**config.mk**
```make
export PLATFORM = sky130hd
export DESIGN_NAME = chain_config_top
export DESIGN_NICKNAME = d
export VERILOG_FILES = /design/src/rtl/host_pkg.sv /design/src/rtl/chain_pkg.sv /design/src/rtl/host_regs.sv /design/src/rtl/config_clk_gen.sv /design/src/rtl/chain_sequencer.sv /design/src/rtl/readback_capture.sv /design/src/rtl/chain_config_top.sv
export SDC_FILE = /design/constraint.sdc
export NUM_CORES = 1
export LEC_CHECK = 0
export BUFFER_PORTS_ARGS = -buffer_cell sky130_fd_sc_hd__buf_2
export CORE_UTILIZATION = 30
export CTS_BUF_LIST = sky130_fd_sc_hd__clkbuf_16
export CTS_CLUSTER_SIZE = 14
export DETAILED_ROUTE_END_ITERATION = 7
export PLACE_DENSITY = 0.49
export SLEW_MARGIN = 10
export SYNTH_ARGS = -nofsm -noshare
export SYNTH_HDL_FRONTEND = slang
export SYNTH_SLANG_ARGS = --single-unit
```
**constraint.sdc**
```tcl
create_clock -name fw_axi_clk -period 4.84 [get_ports fw_axi_clk]
set_input_delay 0.242 -clock fw_axi_clk [delete_from_list [all_inputs] [get_ports fw_axi_clk]]
set_output_delay 0.242 -clock fw_axi_clk [all_outputs]
set_load 0.01 [all_outputs]
```
**src/rtl/host_pkg.sv**
```systemverilog
package host_pkg;

  typedef logic [23:0] sw_word_t;    // Host write word, bytes 2 to 0 of the bus word
  typedef logic [31:0] read_word_t;  // Read data and status word

  // --------------------
  // Status word bit positions
  localparam int st_w_reset      = 0;   // Set by reset itself
  localparam int st_w_cfg_static = 1;
  localparam int st_r_cfg_static = 2;
  localparam int st_w_cfg_array  = 3;
  localparam int st_r_cfg_array  = 4;
  localparam int st_r_data_array = 5;
  localparam int st_w_execute    = 6;
  localparam int st_done         = 12;  // Follows the sequencer done state
  localparam int st_error        = 31;  // Bad execute settings

  // --------------------
  // Static register fields
  localparam int static_period_lsb = 0;  // Config clock period, bits 0 to 6
  localparam int static_sps_bit    = 7;  // Super-pixel select
  // Bits 8 to 23 are spare

  // Address-carrying writes
  localparam int addr_lsb = 16;
  localparam int addr_msb = 23;
  localparam int data_lsb = 0;
  localparam int data_msb = 15;

endpackage

```
**src/rtl/chain_pkg.sv**
```systemverilog
package chain_pkg;

  // Sequencer states
  typedef enum logic [2:0] {
    s_idle       = 3'd0,  // Nothing run since reset
    s_delay      = 3'd1,  // Align to the start of a config period
    s_reset_not  = 3'd2,  // Chip reset pulse, one full period
    s_shift_in_0 = 3'd3,  // First bit on the chain
    s_shift_in   = 3'd4,  // Remaining bits
    s_done       = 3'd5   // Holds until the next start
  } seq_state_t;

  // --------------------
  // Execute word fields
  localparam int field_width   = 7;   // Width of delay and sample settings
  localparam int ex_delay_lsb  = 0;   // Shift point in the period, bits 0 to 6
  localparam int ex_sample_lsb = 7;   // Sample point, bits 7 to 13
  localparam int ex_number_lsb = 14;
  localparam int ex_number_msb = 17;
  localparam int ex_loopback   = 18;  // Capture own bits instead of the chip
  localparam int ex_mask_rst   = 23;  // Keep reset_not high in the reset phase

  // Shift point must leave the sequencer a few cycles after the period start
  localparam logic [field_width-1:0] min_delay = 7'd3;

  // Only test 1, the chain load and readback
  localparam logic [3:0] chain_test_number = 4'd1;

endpackage

```
**src/rtl/host_regs.sv**
```systemverilog
`timescale 1ns/1ps

module host_regs
  import host_pkg::*;
#(
  parameter int cfg_words    = 8,
  parameter int period_width = 7
) (
  input  logic                       fw_axi_clk,
  input  logic                       op_code_w_reset,       // Sync reset, also a status op-code
  input  logic                       dev_id_enable,         // Device select for all op-codes
  input  logic                       op_code_w_cfg_static,
  input  logic                       op_code_r_cfg_static,
  input  logic                       op_code_w_cfg_array,
  input  logic                       op_code_r_cfg_array,
  input  logic                       op_code_r_data_array,
  input  logic                       op_code_w_status_clear,
  input  logic                       op_code_w_execute,
  input  sw_word_t                   sw_write24,            // Valid during the strobe
  input  logic                       seq_done,
  input  logic                       seq_error,
  input  logic [16*cfg_words-1:0]    capture_bits,
  output read_word_t                 read_data32,
  output read_word_t                 read_status32,
  output logic                       exec_strobe,
  output sw_word_t                   exec_word,
  output logic [period_width-1:0]    static_period,
  output logic                       super_pixel_sel,
  output logic [cfg_words-1:0][15:0] cfg_array
);

  // --------------------
  // Op-code gating
  logic w_static;
  logic r_static;
  logic w_array;
  logic r_array;
  logic r_data;
  logic w_clear;

  assign w_static    = op_code_w_cfg_static & dev_id_enable;
  assign r_static    = op_code_r_cfg_static & dev_id_enable;
  assign w_array     = op_code_w_cfg_array & dev_id_enable;
  assign r_array     = op_code_r_cfg_array & dev_id_enable;
  assign r_data      = op_code_r_data_array & dev_id_enable;
  assign w_clear     = op_code_w_status_clear & dev_id_enable;
  assign exec_strobe = op_code_w_execute & dev_id_enable;
  assign exec_word   = sw_write24;  // Sequencer decodes the fields itself

  logic [7:0]  addr;
  logic [15:0] wdata;
  assign addr  = sw_write24[addr_msb:addr_lsb];
  assign wdata = sw_write24[data_msb:data_lsb];

  sw_word_t static_reg;
  assign static_period   = static_reg[static_period_lsb +: period_width];
  assign super_pixel_sel = static_reg[static_sps_bit];

  // --------------------
  // Configuration writes
  always_ff @(posedge fw_axi_clk) begin
    if (op_code_w_reset) begin
      static_reg <= '0;
      cfg_array  <= '0;
    end else begin
      if (w_static)
        static_reg <= sw_write24;
      if (w_array) begin
        for (int i = 0; i < cfg_words; i++) begin
          if (addr == 8'(i))
            cfg_array[i] <= wdata;  // Writes past the array are dropped
        end
      end
    end
  end

  // Array word lookup, zero past the last word
  function automatic logic [15:0] array_word(input logic [8:0] idx);
    logic [15:0] w;
    w = '0;
    for (int i = 0; i < cfg_words; i++) begin
      if (idx == 9'(i))
        w = cfg_array[i];
    end
    return w;
  endfunction

  logic [cfg_words/2-1:0][31:0] capture_words;  // Readback as 32-bit words
  assign capture_words = capture_bits;

  // --------------------
  // Read multiplexer
  read_word_t read_next;
  always_comb begin
    read_next = '0;
    if (r_static) begin
      read_next = {8'h00, static_reg};
    end else if (r_array) begin
      read_next = {array_word({1'b0, addr} + 9'd1), array_word({1'b0, addr})};  // Pair a+1, a
    end else if (r_data) begin
      for (int i = 0; i < cfg_words / 2; i++) begin
        if (addr == 8'(i))
          read_next = capture_words[i];
      end
    end
  end

  always_ff @(posedge fw_axi_clk) begin
    if (op_code_w_reset)
      read_data32 <= '0;
    else if (r_static | r_array | r_data)
      read_data32 <= read_next;  // Holds until the next read
  end

  // --------------------
  // Status word, op-code bits are sticky
  always_ff @(posedge fw_axi_clk) begin
    if (op_code_w_reset) begin
      read_status32             <= '0;
      read_status32[st_w_reset] <= 1'b1;
    end else if (w_clear) begin
      read_status32 <= '0;
    end else begin
      if (w_static)
        read_status32[st_w_cfg_static] <= 1'b1;
      if (r_static)
        read_status32[st_r_cfg_static] <= 1'b1;
      if (w_array)
        read_status32[st_w_cfg_array] <= 1'b1;
      if (r_array)
        read_status32[st_r_cfg_array] <= 1'b1;
      if (r_data)
        read_status32[st_r_data_array] <= 1'b1;
      if (exec_strobe)
        read_status32[st_w_execute] <= 1'b1;
      read_status32[st_done]  <= seq_done;   // One cycle behind the sequencer
      read_status32[st_error] <= seq_error;
    end
  end

endmodule

```
**src/rtl/config_clk_gen.sv**
```systemverilog
`timescale 1ns/1ps

module config_clk_gen #(
  parameter int period_width = 7
) (
  input  logic                    fw_axi_clk,
  input  logic                    op_code_w_reset,
  input  logic                    enable,       // Counter and clock freeze when low
  input  logic [period_width-1:0] period,
  output logic [period_width-1:0] clk_counter,  // Phase inside the period
  output logic                    config_clk
);

  // One config period is period+1 system cycles
  // Exported phase counter places the shift and sample points
  logic [period_width-1:0] count_next;

  // Wrap at the period even when it was lowered mid-count
  assign count_next = (clk_counter >= period) ? '0 : clk_counter + 1'b1;

  always_ff @(posedge fw_axi_clk) begin
    if (op_code_w_reset) begin
      clk_counter <= '0;
      config_clk  <= 1'b0;
    end else if (enable) begin
      clk_counter <= count_next;
      config_clk  <= count_next > (period >> 1);  // High in the second half
    end
  end

endmodule

```
**src/rtl/chain_sequencer.sv**
```systemverilog
`timescale 1ns/1ps

module chain_sequencer
  import host_pkg::*;
  import chain_pkg::*;
#(
  parameter int cfg_words    = 8,
  parameter int period_width = 7
) (
  input  logic                       fw_axi_clk,
  input  logic                       op_code_w_reset,
  input  logic                       exec_strobe,          // Gated execute op-code
  input  sw_word_t                   exec_word,
  input  logic [cfg_words-1:0][15:0] cfg_array,
  input  logic [period_width-1:0]    static_period,
  input  logic                       super_pixel_sel_cfg,
  input  logic [period_width-1:0]    clk_counter,
  input  logic                       gen_clk,
  output logic                       capture_active,
  output logic                       loopback,
  output logic [field_width-1:0]     test_sample,
  output logic                       config_clk,
  output logic                       reset_not,
  output logic                       config_in,
  output logic                       config_load,
  output logic                       super_pixel_sel,
  output logic                       seq_done,
  output logic                       seq_error
);

  localparam int chain_bits = 16 * cfg_words;
  localparam int cnt_width  = $clog2(chain_bits + 1);
  localparam logic [cnt_width-1:0] last_bit = cnt_width'(chain_bits - 1);

  // --------------------
  // Execute decode
  logic [field_width-1:0] ex_delay;
  logic [3:0]             ex_number;
  logic                   start;

  assign ex_delay  = exec_word[ex_delay_lsb +: field_width];
  assign ex_number = exec_word[ex_number_msb:ex_number_lsb];
  assign start     = exec_strobe & (ex_number == chain_test_number);

  logic                   test_enable;  // Chip-side outputs live only for test 1
  logic [field_width-1:0] delay_q;      // Shift point
  logic                   mask_q;

  always_ff @(posedge fw_axi_clk) begin
    if (op_code_w_reset) begin
      test_enable <= 1'b0;
      seq_error   <= 1'b0;
      delay_q     <= '0;
      test_sample <= '0;
      loopback    <= 1'b0;
      mask_q      <= 1'b0;
    end else if (exec_strobe) begin
      test_enable <= start;  // Any other test number turns the outputs off
      if (start) begin
        delay_q     <= ex_delay;
        test_sample <= exec_word[ex_sample_lsb +: field_width];
        loopback    <= exec_word[ex_loopback];
        mask_q      <= exec_word[ex_mask_rst];
        // Too early to settle, or a shift point the counter never reaches
        seq_error   <= (ex_delay < min_delay) | (ex_delay > static_period);
      end
    end
  end

  // --------------------
  // Run FSM
  seq_state_t            state;
  logic [cnt_width-1:0]  shift_cnt;  // Bits already on the chain
  logic [chain_bits-1:0] tx_reg;
  logic                  shifting;
  logic                  advance;

  assign shifting = (state == s_shift_in_0) | (state == s_shift_in);
  assign advance  = shifting & (clk_counter == delay_q);  // Once per config period

  always_ff @(posedge fw_axi_clk) begin
    if (op_code_w_reset) begin
      state     <= s_idle;
      shift_cnt <= '0;
    end else if (start) begin
      state     <= s_delay;  // Restarts from any state
      shift_cnt <= '0;
    end else begin
      case (state)
        s_delay: begin
          if (clk_counter == '0)
            state <= s_reset_not;
        end
        s_reset_not: begin
          if (clk_counter == static_period)  // Last phase, shifting starts at phase 0
            state <= s_shift_in_0;
        end
        s_shift_in_0, s_shift_in: begin
          if (advance) begin
            shift_cnt <= shift_cnt + 1'b1;
            state     <= (shift_cnt == last_bit) ? s_done : s_shift_in;
          end
        end
        default: begin
          state <= state;  // Idle and done wait for a start
        end
      endcase
    end
  end

  // Transmit register, word 0 LSB goes out first
  always_ff @(posedge fw_axi_clk) begin
    if (start)
      tx_reg <= cfg_array;
    else if (advance)
      tx_reg <= {1'b0, tx_reg[chain_bits-1:1]};
  end

  // --------------------
  // Chip-side outputs, all 0 with the test off
  assign capture_active  = test_enable & shifting;
  assign config_clk      = test_enable & shifting & gen_clk;
  assign reset_not       = test_enable & ~((state == s_reset_not) & ~mask_q);
  assign config_in       = test_enable & tx_reg[0];
  assign config_load     = test_enable & ~shifting;  // Low means shift mode in the chip
  assign super_pixel_sel = test_enable & super_pixel_sel_cfg;
  assign seq_done        = (state == s_done);

endmodule

```
**src/rtl/readback_capture.sv**
```systemverilog
`timescale 1ns/1ps

module readback_capture
  import chain_pkg::*;
#(
  parameter int cfg_words = 8
) (
  input  logic                    fw_axi_clk,
  input  logic                    op_code_w_reset,
  input  logic                    capture_active,  // Sequencer in a shift state
  input  logic                    loopback,
  input  logic [field_width-1:0]  test_sample,     // Sample phase in the period
  input  logic [field_width-1:0]  clk_counter,
  input  logic                    config_in,       // Local transmit bit
  input  logic                    config_out,      // Bit returning from the chip
  output logic [16*cfg_words-1:0] capture_bits
);

  logic new_bit;
  logic sample;

  assign new_bit = loopback ? config_in : config_out;
  assign sample  = capture_active & (clk_counter == test_sample);

  // First bit sampled ends up at bit 0 after a full run
  always_ff @(posedge fw_axi_clk) begin
    if (op_code_w_reset)
      capture_bits <= '0;
    else if (sample)
      capture_bits <= {new_bit, capture_bits[16*cfg_words-1:1]};
  end

endmodule

```
**src/rtl/chain_config_top.sv**
```systemverilog
`timescale 1ns/1ps

module chain_config_top
  import host_pkg::*;
  import chain_pkg::*;
#(
  parameter int cfg_words    = 8,  // 16-bit words on the chain
  parameter int period_width = 7
) (
  input  logic       fw_axi_clk,
  input  logic       op_code_w_reset,
  input  logic       dev_id_enable,
  input  logic       op_code_w_cfg_static,
  input  logic       op_code_r_cfg_static,
  input  logic       op_code_w_cfg_array,
  input  logic       op_code_r_cfg_array,
  input  logic       op_code_r_data_array,
  input  logic       op_code_w_status_clear,
  input  logic       op_code_w_execute,
  input  sw_word_t   sw_write24,
  input  logic       config_out,
  output read_word_t read_data32,
  output read_word_t read_status32,
  output logic       config_clk,
  output logic       reset_not,
  output logic       config_in,
  output logic       config_load,
  output logic       super_pixel_sel
);

  // --------------------
  // Internal wires
  logic                       exec_strobe;
  sw_word_t                   exec_word;
  logic [period_width-1:0]    static_period;
  logic                       sps_cfg;  // Static field, before test gating
  logic [cfg_words-1:0][15:0] cfg_array;
  logic [period_width-1:0]    clk_counter;
  logic                       gen_clk;
  logic                       capture_active;
  logic                       loopback;
  logic [field_width-1:0]     test_sample;
  logic                       seq_done;
  logic                       seq_error;
  logic [16*cfg_words-1:0]    capture_bits;

  host_regs #(
    .cfg_words    (cfg_words),
    .period_width (period_width)
  ) u_host_regs (
    .fw_axi_clk             (fw_axi_clk),
    .op_code_w_reset        (op_code_w_reset),
    .dev_id_enable          (dev_id_enable),
    .op_code_w_cfg_static   (op_code_w_cfg_static),
    .op_code_r_cfg_static   (op_code_r_cfg_static),
    .op_code_w_cfg_array    (op_code_w_cfg_array),
    .op_code_r_cfg_array    (op_code_r_cfg_array),
    .op_code_r_data_array   (op_code_r_data_array),
    .op_code_w_status_clear (op_code_w_status_clear),
    .op_code_w_execute      (op_code_w_execute),
    .sw_write24             (sw_write24),
    .seq_done               (seq_done),
    .seq_error              (seq_error),
    .capture_bits           (capture_bits),
    .read_data32            (read_data32),
    .read_status32          (read_status32),
    .exec_strobe            (exec_strobe),
    .exec_word              (exec_word),
    .static_period          (static_period),
    .super_pixel_sel        (sps_cfg),
    .cfg_array              (cfg_array)
  );

  // Runs whenever the device is selected, like the chip clock tree
  config_clk_gen #(
    .period_width (period_width)
  ) u_config_clk_gen (
    .fw_axi_clk      (fw_axi_clk),
    .op_code_w_reset (op_code_w_reset),
    .enable          (dev_id_enable),
    .period          (static_period),
    .clk_counter     (clk_counter),
    .config_clk      (gen_clk)
  );

  chain_sequencer #(
    .cfg_words    (cfg_words),
    .period_width (period_width)
  ) u_chain_sequencer (
    .fw_axi_clk          (fw_axi_clk),
    .op_code_w_reset     (op_code_w_reset),
    .exec_strobe         (exec_strobe),
    .exec_word           (exec_word),
    .cfg_array           (cfg_array),
    .static_period       (static_period),
    .super_pixel_sel_cfg (sps_cfg),
    .clk_counter         (clk_counter),
    .gen_clk             (gen_clk),
    .capture_active      (capture_active),
    .loopback            (loopback),
    .test_sample         (test_sample),
    .config_clk          (config_clk),
    .reset_not           (reset_not),
    .config_in           (config_in),
    .config_load         (config_load),
    .super_pixel_sel     (super_pixel_sel),
    .seq_done            (seq_done),
    .seq_error           (seq_error)
  );

  readback_capture #(
    .cfg_words (cfg_words)
  ) u_readback_capture (
    .fw_axi_clk      (fw_axi_clk),
    .op_code_w_reset (op_code_w_reset),
    .capture_active  (capture_active),
    .loopback        (loopback),
    .test_sample     (test_sample),
    .clk_counter     (clk_counter),
    .config_in       (config_in),
    .config_out      (config_out),
    .capture_bits    (capture_bits)
  );

endmodule

```
==> flow_summary.json <==
{
  "outcome": "finished with violations",
  "failed_checks": "DRC",
  "tritoncts": "built",
  "endpoint": "u_config_clk_gen.config_clk$_SDFFE_PP0P_",
  "dpl.hpwl_mm": 52.2,
  "postPlaceCellArea_um2": 23300,
  "start_kind": "flop",
  "yosysTopAreaCellShare_pct": 32.2,
  "layout_commonest_cell": "nand2_1",
  "clkSinkCount": 486,
  "finalSetupViolCount": 0,
  "fmax_mhz": 301,
  "cts.clk_slew.worst_paths_ns": 0.07,
  "r2r_slack_ns": 1.52,
  "layout_common_cells": "nand2_1 (917), dfxtp_1 (358), a21oi_1 (326)",
  "route.detailed.drc": 4,
  "crit_buf_inv": 1,
  "critPathTopFamily": "compound AO/OA/AOI/OAI gates",
  "drive_above_1_share_pct": 11.0,
  "clk_path_buf_depth": 3,
  "netlist_area_um2": 22300,
  "wl_met2_mm": 35.2,
  "antenna_found_initial": 2,
  "pwr_density_cell_nw_per_um2": 364,
  "wire_per_inst_um": 21.7,
  "post_cts_buffers": 0,
  "synth_area_leaders": "dfxtp_1 (32%), edfxtp_1 (17%), nand2_1 (15%), a21oi_1 (7.3%), mux4_2 (4.7%)",
  "r2r_end": "u_config_clk_gen.config_clk$_SDFFE_PP0P_",
  "path_cells": "inv_1, ha_1, nor2_1, a21o_1, a211oi_1, a21oi_1, ha_1, and3_1, o21ai_0, nand3b_1, o211ai_1, a311oi_1",
  "crit_start": "u_config_clk_gen.clk_counter[0]$_SDFFE_PP0P_",
  "synth_seq_cells": 486,
  "post-route-min-period_ns": 3.32,
  "viasPerCell": 5.27,
  "wl_met1_mm": 34.4,
  "cpMaxStageDelayCell": "a211oi_1",
  "crit_cells": 12,
  "track_usage_pct": 20.2,
  "layout.nets": 2613,
  "die_h_um": 275,
  "globalplace.congestion": 0.964,
  "worstReg2RegStart": "u_config_clk_gen.clk_counter[0]$_SDFFE_PP0P_",
  "vias": 18700,
  "netlist_instances": 2583,
  "overflow": 0,
  "placementRows": 99,
  "wl_mm": 77.4,
  "final_hold_viol_count": 0,
  "insertion_delay_ns": 0.60,
  "synth_edf_count": 128,
  "finalMaxSlewViolations": 0,
  "grt_pass1_wl_mm": 115,
  "crit_path_end_kind": "flop",
  "irDropWorstVdd_v": 0.000218,
  "ctsHoldBuffers": 6,
  "avgSynthCellArea_um2": 8.63,
  "relSlewSlack_pct": 15.9,
  "crit_top_cell": "ha_1",
  "cts_buffers": 52,
  "whs_ns": 0.0712,
  "grt_pass1_vias": 17700,
  "core-area_um2": 73200,
  "initial_core_util_pct": 30.4,
  "die_area_um2": 75400,
  "io_pins": 104,
  "grt_max_degree": 155,
  "die_w_um": 275,
  "postRouteAntennaNets": 0,
  "p_total_w": 0.00915,
  "reg2reg_depth": 12,
  "clock_skew_ns": 0.0179,
  "async_flop_share_pct": 0,
  "crit_path_max_incr_delay_ns": 0.93,
  "ys_warn_count": 0,
  "drt-initial-drc-count": 1715,
  "ctsResizeCount": 0,
  "synth_flop_cell": "dfxtp_1",
  "power_leakage_nw": 8.93,
  "portBuffers": 80,
  "worst_slew_pin_slew_ns": 1.26,
  "finalCritPeriodShare_pct": 68.6,
  "setup_tns_ns": 0,
  "critPathArrivalTime_ns": 3.83,
  "fin_util_pct": 34.4,
  "ys_seq_area_share_pct": 49.4,
  "top_layer_used": "met5",
  "areaGrowthSynthToFinish_pct": 12.8,
  "dr_wl_met3_mm": 5.60,
  "dr.pass1.iters": 8,
  "cap_violations": 0,
  "cts_max_level": 2,
  "cts_root_buf": "clkbuf_16",
  "stdcell_area_um2": 25100,
  "crit_fanout": 11,
  "yosysTopAreaCell": "dfxtp_1",
  "path_class": "reg -> reg",
  "worstPathRequired_ns": 5.35,
  "rsz0062_at_grt": "false",
  "yosys.cell_types.count": 66,
  "hp-class": "in -> reg"
}
worst reg2reg max path, cell delays in order (launching register included):
cell	delay, ns
dfxtp_1	0.44
inv_1	0.13
ha_1	0.31
nor2_1	0.05
a21o_1	0.18
a211oi_1	0.93
a21oi_1	0.13
ha_1	0.36
and3_1	0.17
o21ai_0	0.10
nand3b_1	0.09
o211ai_1	0.08
a311oi_1	0.25
Yosys cell counts, types with 17 or more instances:
| master | number |
|---|---|
| nand2_1 | 918 |
| dfxtp_1 | 358 |
| a21oi_1 | 326 |
| clkbuf_1 | 161 |
| edfxtp_1 | 128 |
| nor2_1 | 91 |
| mux2i_1 | 66 |
| o21ai_0 | 49 |
| mux4_2 | 47 |
| o221ai_1 | 29 |
| nor3_1 | 28 |
| buf_4 | 25 |
| mux2_2 | 24 |
| ha_1 | 23 |
| inv_1 | 23 |
| buf_2 | 20 |
| nor2b_1 | 19 |
| buf_1 | 17 |
| nand3_1 | 17 |
final cells by class:
type / count / area (um2)
inverter: 25 / 93.8
sequential: 486 / 11000
fill: 7495 / 48100
antenna: 2 / 5.00
tap: 959 / 1200
clock buffer: 54 / 1350
timing repair buffer: 122 / 787
clock inverter: 44 / 395
multi-input combinational: 1868 / 10300
worst min-delay path by stage:
| stage | slack (ns) | end | start | cells past startpoint |
|---|---|---|---|---|
| floorplan | 0.38 | u_host_regs.static_reg[19]$_SDFFE_PP0P_ | sw_write24[19] | 2 |
| global placement | 0.44 | u_readback_capture.capture_bits[0]$_SDFFE_PP0P_ | u_readback_capture.capture_bits[0]$_SDFFE_PP0P_ | 2 |
| detailed placement | 0.45 | u_host_regs.read_status32[31]$_SDFF_PP0_ | u_chain_sequencer.seq_error$_SDFFE_PP0P_ | 1 |
| CTS | 0.04 | u_host_regs.cfg_array[63]$_SDFFE_PP0P_ | sw_write24[15] | 3 |
| global route | 0.06 | u_host_regs.cfg_array[47]$_SDFFE_PP0P_ | sw_write24[15] | 3 |
| finish | 0.07 | u_host_regs.cfg_array[63]$_SDFFE_PP0P_ | sw_write24[15] | 3 |
report_power, final:
part | switching, W | internal, W | total, W
clock | 0.00175 | 0.00240 | 0.00415
sequential | 0.0000647 | 0.00430 | 0.00437
combinational | 0.000462 | 0.000179 | 0.000641
per-layer routing:
metal | vias to the layer above | global-route usage [%]
li1 | 8799 | -
met1 | 9123 | 28.0
met2 | 693 | 31.9
met3 | 125 | 3.67
met4 | 4 | 5.54
met5 | - | 1.00
per-stage QoR:
step,worst slack [ns],std cells
finish,1.52,3560
global route,1.22,3558
CTS,1.52,3558
detailed placement,1.53,3454
global placement,1.67,3454
floorplan,0.332,2605
kinds of logic (layout without fill, tap and decap cells):
logic type / Yosys count / after routing / synth area share (%)
buf+inv: 251 / 245 / 4.86
xor+xnor: 18 / 18 / 0.707
fa+ha+maj: 23 / 23 / 1.29
mux: 137 / 137 / 8.93
simple gates: 1147 / 1147 / 21.1
other cells: 1 / 25 / 0.0168
compound gates: 520 / 520 / 13.7
flops: 486 / 486 / 49.4
No activity file was read; power rests on OpenSTA's default activity.
